`src/source/rob_macros.svh`:
```
`ifndef ROB_MACROS_SVH
`define ROB_MACROS_SVH

// reorder buffer sizing
// ROB_DEPTH must stay a power of two so the pointers wrap on their own
`define ROB_DEPTH 16
`define TAG_W     4

// datapath widths
`define XLEN      32

// architectural register count
`define REG_NUM   32

`endif
```
`src/source/rob_pkg.sv`:
```
`include "rob_macros.svh"

package rob_pkg;

    // entry index, doubles as the rename tag
    typedef logic [`TAG_W-1:0] rob_tag_t;

    typedef logic [`XLEN-1:0] word_t;
    typedef logic [`XLEN-1:0] pc_t;

    // entry lifecycle
    typedef enum logic [1:0] {
        ST_FREE   = 2'd0,
        ST_ISSUED = 2'd1,
        ST_DONE   = 2'd2
    } entry_state_t;

endpackage

```
`src/source/isa_pkg.sv`:
```
package isa_pkg;

    // architectural register name, x0..x31
    typedef logic [4:0] reg_name_t;

    // what retirement has to do with an entry
    typedef enum logic [1:0] {
        KIND_PLAIN  = 2'd0,
        KIND_STORE  = 2'd1,
        KIND_BRANCH = 2'd2
    } instr_kind_t;

endpackage

```
`src/source/rob_core.sv`:
```
`timescale 1ns/1ps

module rob_core (
    input  logic                 clk,
    input  logic                 rst_n,
    input  logic                 dispatch_en,
    input  isa_pkg::instr_kind_t dispatch_kind,
    input  isa_pkg::reg_name_t   dispatch_rd,
    input  logic                 dispatch_pd,
    input  isa_pkg::reg_name_t   src1_reg,
    input  isa_pkg::reg_name_t   src2_reg,
    output logic                 full,
    output rob_pkg::rob_tag_t    dispatch_tag,
    output logic                 src1_ready,
    output rob_pkg::word_t       src1_value,
    output rob_pkg::rob_tag_t    src1_tag,
    output logic                 src2_ready,
    output rob_pkg::word_t       src2_value,
    output rob_pkg::rob_tag_t    src2_tag,
    input  logic                 ex_en,
    input  rob_pkg::rob_tag_t    ex_tag,
    input  rob_pkg::word_t       ex_value,
    input  logic                 ex_taken,
    input  rob_pkg::pc_t         ex_target,
    input  logic                 ls_en,
    input  rob_pkg::rob_tag_t    ls_tag,
    input  rob_pkg::word_t       ls_value,
    output logic                 store_release_en,
    output rob_pkg::rob_tag_t    store_release_tag,
    input  logic                 store_ack,
    output logic                 commit_en,
    output isa_pkg::reg_name_t   commit_rd,
    output rob_pkg::word_t       commit_value,
    output rob_pkg::rob_tag_t    commit_tag,
    output logic                 flush,
    output rob_pkg::pc_t         redirect_pc
);

    logic           alloc_en;
    logic           src1_busy;
    logic           src2_busy;
    logic           src1_done;
    logic           src2_done;
    rob_pkg::word_t rob1_value;
    rob_pkg::word_t rob2_value;
    rob_pkg::word_t rf1_value;
    rob_pkg::word_t rf2_value;

    reorder_buffer i_reorder_buffer (
        .clk               (clk),
        .rst_n             (rst_n),
        .dispatch_en       (dispatch_en),
        .dispatch_kind     (dispatch_kind),
        .dispatch_rd       (dispatch_rd),
        .dispatch_pd       (dispatch_pd),
        .full              (full),
        .alloc_en          (alloc_en),
        .alloc_tag         (dispatch_tag),
        .ex_en             (ex_en),
        .ex_taken          (ex_taken),
        .ex_tag            (ex_tag),
        .ex_value          (ex_value),
        .ex_target         (ex_target),
        .ls_en             (ls_en),
        .ls_tag            (ls_tag),
        .ls_value          (ls_value),
        .query1_tag        (src1_tag),
        .query2_tag        (src2_tag),
        .query1_done       (src1_done),
        .query2_done       (src2_done),
        .query1_value      (rob1_value),
        .query2_value      (rob2_value),
        .store_release_en  (store_release_en),
        .store_release_tag (store_release_tag),
        .store_ack         (store_ack),
        .commit_en         (commit_en),
        .commit_rd         (commit_rd),
        .commit_value      (commit_value),
        .commit_tag        (commit_tag),
        .flush             (flush),
        .redirect_pc       (redirect_pc)
    );

    rename_table i_rename_table (
        .clk        (clk),
        .rst_n      (rst_n),
        .flush      (flush),
        .alloc_en   (alloc_en),
        .alloc_reg  (dispatch_rd),
        .alloc_tag  (dispatch_tag),
        .retire_en  (commit_en),
        .retire_reg (commit_rd),
        .retire_tag (commit_tag),
        .src1_reg   (src1_reg),
        .src2_reg   (src2_reg),
        .src1_busy  (src1_busy),
        .src2_busy  (src2_busy),
        .src1_tag   (src1_tag),
        .src2_tag   (src2_tag)
    );

    arch_regfile i_arch_regfile (
        .clk         (clk),
        .rst_n       (rst_n),
        .write_en    (commit_en),
        .write_reg   (commit_rd),
        .write_value (commit_value),
        .read1_reg   (src1_reg),
        .read2_reg   (src2_reg),
        .read1_value (rf1_value),
        .read2_value (rf2_value)
    );

    // no producer: regfile, done producer: ROB, else wait on tag
    assign src1_ready = !src1_busy || src1_done;
    assign src2_ready = !src2_busy || src2_done;
    assign src1_value = src1_busy ? rob1_value : rf1_value;
    assign src2_value = src2_busy ? rob2_value : rf2_value;

endmodule

```
`src/source/arch_regfile.sv`:
```
`timescale 1ns/1ps
`include "rob_macros.svh"

module arch_regfile (
    input  logic               clk,
    input  logic               rst_n,
    input  logic               write_en,
    input  isa_pkg::reg_name_t write_reg,
    input  rob_pkg::word_t     write_value,
    input  isa_pkg::reg_name_t read1_reg,
    input  isa_pkg::reg_name_t read2_reg,
    output rob_pkg::word_t     read1_value,
    output rob_pkg::word_t     read2_value
);

    rob_pkg::word_t regs [`REG_NUM];

    always_ff @(posedge clk or negedge rst_n) begin
        if (!rst_n) begin
            for (int i = 0; i < `REG_NUM; i++) begin
                regs[i] <= '0;
            end
        end else if (write_en && (write_reg != '0)) begin
            // x0 stays zero
            regs[write_reg] <= write_value;
        end
    end

    // same-cycle write not visible here, ROB still holds it
    assign read1_value = regs[read1_reg];
    assign read2_value = regs[read2_reg];

endmodule

```
`src/source/reorder_buffer.sv`:
```
`timescale 1ns/1ps
`include "rob_macros.svh"

module reorder_buffer (
    input  logic                 clk,
    input  logic                 rst_n,
    input  logic                 dispatch_en,
    input  isa_pkg::instr_kind_t dispatch_kind,
    input  isa_pkg::reg_name_t   dispatch_rd,
    input  logic                 dispatch_pd,
    output logic                 full,
    output logic                 alloc_en,
    output rob_pkg::rob_tag_t    alloc_tag,
    input  logic                 ex_en,
    input  logic                 ex_taken,
    input  rob_pkg::rob_tag_t    ex_tag,
    input  rob_pkg::word_t       ex_value,
    input  rob_pkg::pc_t         ex_target,
    input  logic                 ls_en,
    input  rob_pkg::rob_tag_t    ls_tag,
    input  rob_pkg::word_t       ls_value,
    input  rob_pkg::rob_tag_t    query1_tag,
    input  rob_pkg::rob_tag_t    query2_tag,
    output logic                 query1_done,
    output logic                 query2_done,
    output rob_pkg::word_t       query1_value,
    output rob_pkg::word_t       query2_value,
    output logic                 store_release_en,
    output rob_pkg::rob_tag_t    store_release_tag,
    input  logic                 store_ack,
    output logic                 commit_en,
    output isa_pkg::reg_name_t   commit_rd,
    output rob_pkg::word_t       commit_value,
    output rob_pkg::rob_tag_t    commit_tag,
    output logic                 flush,
    output rob_pkg::pc_t         redirect_pc
);

    rob_pkg::entry_state_t state  [`ROB_DEPTH];
    isa_pkg::instr_kind_t  kind   [`ROB_DEPTH];
    isa_pkg::reg_name_t    rd     [`ROB_DEPTH];
    logic                  pd     [`ROB_DEPTH];
    logic                  taken  [`ROB_DEPTH];
    rob_pkg::word_t        value  [`ROB_DEPTH];
    rob_pkg::pc_t          target [`ROB_DEPTH];

    rob_pkg::rob_tag_t head;
    rob_pkg::rob_tag_t tail;
    logic [`TAG_W:0]   count;

    logic ex_hit;
    logic ls_hit;
    logic head_done;
    logic head_store;
    logic retire;
    logic mispredict;

    assign full      = (count == (`TAG_W+1)'(`ROB_DEPTH));
    assign alloc_en  = dispatch_en && !full && !flush;
    assign alloc_tag = tail;

    // completions only land on issued entries
    assign ex_hit = ex_en && (state[ex_tag] == rob_pkg::ST_ISSUED);
    assign ls_hit = ls_en && (state[ls_tag] == rob_pkg::ST_ISSUED);

    assign query1_done  = (state[query1_tag] == rob_pkg::ST_DONE);
    assign query2_done  = (state[query2_tag] == rob_pkg::ST_DONE);
    assign query1_value = value[query1_tag];
    assign query2_value = value[query2_tag];

    // head retirement, nothing leaves during the flush cycle
    assign head_done  = (state[head] == rob_pkg::ST_DONE);
    assign head_store = (kind[head] == isa_pkg::KIND_STORE);

    assign commit_en    = head_done && !head_store && !flush;
    assign commit_rd    = rd[head];
    assign commit_value = value[head];
    assign commit_tag   = head;

    assign store_release_en  = head_done && head_store && !flush;
    assign store_release_tag = head;

    // store waits at the head for its ack
    assign retire = commit_en || (store_release_en && store_ack);

    assign mispredict = commit_en && (kind[head] == isa_pkg::KIND_BRANCH)
                        && (taken[head] != pd[head]);

    always_ff @(posedge clk or negedge rst_n) begin
        if (!rst_n) begin
            for (int i = 0; i < `ROB_DEPTH; i++) begin
                state[i] <= rob_pkg::ST_FREE;
            end
            head        <= '0;
            tail        <= '0;
            count       <= '0;
            flush       <= 1'b0;
            redirect_pc <= '0;
        end else if (flush) begin
            // drop everything younger than the mispredicted branch
            for (int i = 0; i < `ROB_DEPTH; i++) begin
                state[i] <= rob_pkg::ST_FREE;
            end
            head  <= '0;
            tail  <= '0;
            count <= '0;
            flush <= 1'b0;
        end else begin
            flush <= mispredict;
            if (mispredict) begin
                redirect_pc <= target[head];
            end
            if (alloc_en) begin
                state[tail] <= rob_pkg::ST_ISSUED;
                tail        <= tail + 1'b1;
            end
            if (ex_hit) begin
                state[ex_tag] <= rob_pkg::ST_DONE;
            end
            if (ls_hit) begin
                state[ls_tag] <= rob_pkg::ST_DONE;
            end
            if (retire) begin
                state[head] <= rob_pkg::ST_FREE;
                head        <= head + 1'b1;
            end
            case ({alloc_en, retire})
                2'b10:   count <= count + 1'b1;
                2'b01:   count <= count - 1'b1;
                default: count <= count;
            endcase
        end
    end

    // entry payload
    always_ff @(posedge clk) begin
        if (alloc_en) begin
            kind[tail] <= dispatch_kind;
            rd[tail]   <= dispatch_rd;
            pd[tail]   <= dispatch_pd;
        end
        if (ex_hit) begin
            value[ex_tag]  <= ex_value;
            taken[ex_tag]  <= ex_taken;
            target[ex_tag] <= ex_target;
        end
        // store address and data ready
        if (ls_hit) begin
            value[ls_tag] <= ls_value;
        end
    end

endmodule

```
`src/source/rename_table.sv`:
```
`timescale 1ns/1ps
`include "rob_macros.svh"

module rename_table (
    input  logic               clk,
    input  logic               rst_n,
    input  logic               flush,
    input  logic               alloc_en,
    input  isa_pkg::reg_name_t alloc_reg,
    input  rob_pkg::rob_tag_t  alloc_tag,
    input  logic               retire_en,
    input  isa_pkg::reg_name_t retire_reg,
    input  rob_pkg::rob_tag_t  retire_tag,
    input  isa_pkg::reg_name_t src1_reg,
    input  isa_pkg::reg_name_t src2_reg,
    output logic               src1_busy,
    output logic               src2_busy,
    output rob_pkg::rob_tag_t  src1_tag,
    output rob_pkg::rob_tag_t  src2_tag
);

    logic              busy     [`REG_NUM];
    rob_pkg::rob_tag_t prod_tag [`REG_NUM];
    logic              alloc_live;
    logic              retire_hit;

    // x0 never gets a producer
    assign alloc_live = alloc_en && (alloc_reg != '0);

    // only the newest producer may release the mapping
    assign retire_hit = retire_en && busy[retire_reg] && (prod_tag[retire_reg] == retire_tag);

    always_ff @(posedge clk or negedge rst_n) begin
        if (!rst_n) begin
            for (int i = 0; i < `REG_NUM; i++) begin
                busy[i] <= 1'b0;
            end
        end else if (flush) begin
            for (int i = 0; i < `REG_NUM; i++) begin
                busy[i] <= 1'b0;
            end
        end else begin
            if (retire_hit) begin
                busy[retire_reg] <= 1'b0;
            end
            // a same-cycle dispatch overrides the release
            if (alloc_live) begin
                busy[alloc_reg] <= 1'b1;
            end
        end
    end

    always_ff @(posedge clk) begin
        if (alloc_live) begin
            prod_tag[alloc_reg] <= alloc_tag;
        end
    end

    assign src1_busy = busy[src1_reg];
    assign src2_busy = busy[src2_reg];
    assign src1_tag  = prod_tag[src1_reg];
    assign src2_tag  = prod_tag[src2_reg];

endmodule

```
`config.mk`:
```
export PLATFORM = sky130hd
export DESIGN_NAME = rob_core
export DESIGN_NICKNAME = d
export VERILOG_FILES = /design/src/source/rob_pkg.sv /design/src/source/isa_pkg.sv /design/src/source/rob_core.sv /design/src/source/arch_regfile.sv /design/src/source/reorder_buffer.sv /design/src/source/rename_table.sv
export VERILOG_INCLUDE_DIRS = /design/src /design/src/source
export SDC_FILE = /design/constraint.sdc
export NUM_CORES = 2
export LEC_CHECK = 0
export BUFFER_PORTS_ARGS = -buffer_cell sky130_fd_sc_hd__buf_2
export CAP_MARGIN = 10
export CORE_UTILIZATION = 48
export CTS_CLUSTER_SIZE = 16
export DETAILED_ROUTE_END_ITERATION = 10
export MAX_ROUTING_LAYER = met4
export PLACE_DENSITY = 0.66
export SYNTH_ARGS = -nofsm -noshare
export SYNTH_HDL_FRONTEND = slang
export SYNTH_SLANG_ARGS = --single-unit
```
`constraint.sdc`:
```
create_clock -name clk -period 5.5 [get_ports clk]
set_input_delay 1.1 -clock clk [delete_from_list [all_inputs] [get_ports clk]]
set_output_delay 1.1 -clock clk [all_outputs]
set_load 0.01 [all_outputs]
```
==> flow_summary_export.csv <==
group,metric,value,unit
clocking,clock_path_buffers,4,
timing,final-max-slew-violation-count,0,
worst_setup_path,crit_chain,"mux4_2, mux4_2, mux2i_4, buf_12, buf_12, buf_12, inv_16, buf_8, mux2i_1, mux4_2, nor2b_4, a31oi_1, buf_4, nor2_1, a21oi_2, buf_2",
pwr,p_leak,58.5,nW
drt,avgViaCountPerCell,6.64,
drt,vias,81900,
timing,relSlewSlack,0.154,
timing,holdWs,0.368,ns
floorplanning,start_util,0.482,
worst_setup_path,worstPathRequired,4.40,ns
place,port_buffers,287,
status,violations,"design-rule violations, negative setup slack",
worst_setup_path,r2r_slack,0.29,ns
pwr,max-vdd-ir-drop,0.471,mV
synthesis,synth_common_cells,"mux2_2, edfxtp_1, mux4_2",
floorplanning,dieHeight,518,um
clocking,clk_pin_slew_worst_paths,0.07,ns
final_layout,syn2layout_area_growth,16.5,%
clocking,clk_latency,0.90,ns
synthesis,yosysMostFrequentCell,"mux2_2",
drt,drtIter0Drc,9245,
synthesis,synthesis.instances,8153,
timing,worst_slack,-0.405,ns
timing,min_period,5.91,ns
clocking,htreeDepth,5,
worst_setup_path,crit_family,"multiplexers",
synthesis,ys_ff_latch,2430,
synthesis,synth_top_area_frac,0.304,
pwr,power_density,497,nW/um2
worst_setup_path,crit_path_top_delay_cell,"mux4_2",
place,dp_hpwl,248,mm
global_routing,grt_overflow,0,
synthesis,synth.distinct_cells,56,
worst_setup_path,critical_path_class,"flop to output pin",
worst_setup_path,r2r_end,"i_rename_table.busy[14]",
status,outcome,"finished with violations",
worst_setup_path,crit_path_end_kind,"output pin",
global_routing,grt_pass1_vias,83200,
floorplanning,die-width,518,um
worst_setup_path,startpoint_type,"flop",
synthesis,synth-edff-count,1296,
synthesis,yosys.area.top_type,"edfxtp_1",
timing,tns,-14.22,ns
timing,worst_slew_pin_slew,1.26,ns
synthesis,ys_top_cells_by_area,"edfxtp_1, dfrtp_1, mux4_2, mux2_2, mux2i_1",
clocking,root_buffer,"clkbuf_16",
worst_setup_path,cp.depth,16,
global_routing,grt_pass1_wl,602,mm
worst_setup_path,worstPathArrival,4.81,ns
floorplanning,fp.coreArea,265000,um2
worst_setup_path,ff2ff_path_depth,14,
worst_hold_path,hp-class,"input pin to asynchronous set/reset pin",
timing,setup_viol,65,
final_layout,nets,8675,
final_layout,post-route-util,0.562,
final_layout,nFillCells,20300,
floorplanning,num_io_pins,288,
worst_setup_path,regToRegStartpoint,"i_reorder_buffer.commit_tag[0]",
drt,antenna_left,0,
timing,fmax,169,MHz
synthesis,syn-cell-area,128000,um2
synthesis,ys.flop_type,"edfxtp_1",
final_layout,drive_gt1_frac,0.489,
timing,period_share,1.07,
global_routing,grt_start_max_net_pins,146,
clocking,cts_tree,"done",
worst_setup_path,cpPeakStageDelay,0.52,ns
synthesis,avgSynthCellArea,15.7,um2
floorplanning,rows,189,
clocking,cts_num_sinks,2430,
timing,finClkSkew,0.0855,ns
global_routing,grt_usage,0.319,
floorplanning,die_area,268000,um2
drt,drc,24,
drt,first_pass_iters,11,
timing,timing.final.hold_violations,0,
synthesis,yosysSeqAreaShare,0.526,
synthesis,synthArstFlopShare,0.467,
timing,rsz0062_at_grt,"yes",
worst_setup_path,critPathMaxFanout,6,
final_layout,multi_input_comb_area,58600,um2
final_layout,seqCellArea,67300,um2
global_routing,antenna_found_initial,50,
worst_setup_path,critPathBufInv,7,
place,gp_congestion,0.951,
drt,wl_per_cell,33.9,um
clocking,numCtsBuffers,277,
drt,totalWireLength,418,mm
synthesis,yosys_warnings,0,
run,drv_cap,0,
## layout make-up
type	instances	share of cell area
repair buffers	923	0.0614
clock buffers	387	0.0531
clock inverters	107	0.00768
flip-flops and latches	2430	0.452
repair inverters	3	0.000303
multi-input cells	4840	0.393
inverters	59	0.00176
well taps	3533	0.0297
diodes	44	0.000739
## timing repair
| item | CTS | global route |
|---|---|---|
| hold buffers | 0 | 0 |
| buffers inserted | 56 | 17 |
| pin swaps | 29 | 23 |
| gates resized for setup | 268 | 106 |
| endpoints found under the setup margin | 75 | 88 |
| cloned | 34 | 3 |
## cell families (layout without fill, tap and decap cells)
kind of cell    after synthesis  after routing  synth area share
compound gates              431            431            0.0231
xor+xnor                     16             16           0.00110
fa+ha+maj                    12             12           0.00117
buf+inv                     886           1479            0.0283
flops                      2430           2430             0.526
mux                        3174           3174             0.378
other cells                   1             48         0.0000293
simple gates               1203           1203            0.0423
## stage by stage
stage	instances	setup slack [ns]	cell area, um2	power [mW]
final	12300	-0.405	149000	74.0
after global routing	12300	-0.434	149000	76.6
after CTS	12300	-0.346	148000	73.5
after detailed placement	11700	-1.02	137000	53.8
after global placement	11700	-1.02	137000	52.9
after floorplan	8156	0.0202	128000	42.5
## state kept, by name (all words and copies together) (netlist names), 32 cells and up
register,count
i_rename_table.busy,32
i_rename_table.prod_tag,128
i_arch_regfile.regs,1024
i_reorder_buffer.rd,80
i_reorder_buffer.target,512
i_reorder_buffer.value,512
i_reorder_buffer.kind,32
i_reorder_buffer.redirect_pc,32
i_reorder_buffer.state,32
## layer usage
metal | track usage | vias up | routed length, um
li1 | - | 33000 | -
met3 | 0.0745 | 1129 | 40600
met4 | 0.141 | 0 | 21700
met2 | 0.488 | 4379 | 197000
met1 | 0.406 | 43300 | 159000
met5 | - | - | 0
## power breakdown
part | switching (mW) | total (mW) | leakage, nW | internal [mW]
Sequential | 2.32 | 25.0 | 26.7 | 22.7
Combinational | 16.5 | 30.4 | 27.3 | 13.9
Clock | 7.65 | 18.6 | 4.45 | 11.0
## how the worst max path moves through the flow
stage                                               from              to  slack [ns]
after floorplan                              src2_reg[1]  src2_value[13]        0.02
after global placement                       src1_reg[0]   src1_value[6]       -1.02
after detailed placement                     src1_reg[0]   src1_value[6]       -1.02
after CTS                 i_rename_table.prod_tag[13][1]   src1_value[6]       -0.35
after global routing      i_rename_table.prod_tag[13][1]  src1_value[14]       -0.43
final                     i_rename_table.prod_tag[12][1]  src1_value[14]       -0.41
## layout by cell type, fill, tap and decap left out, types with 68 or more instances in the layout
cell	count
edfxtp_1	1296
dfrtp_1	1129
nand3_1	80
clkbuf_1	68
buf_12	119
buf_4	444
mux4_2	1167
mux2i_1	453
mux2_2	1532
clkbuf_16	293
nor2_1	125
buf_2	239
nand2_1	612
and3_1	115
a21oi_1	88
No activity file was read; power rests on OpenSTA's default activity.
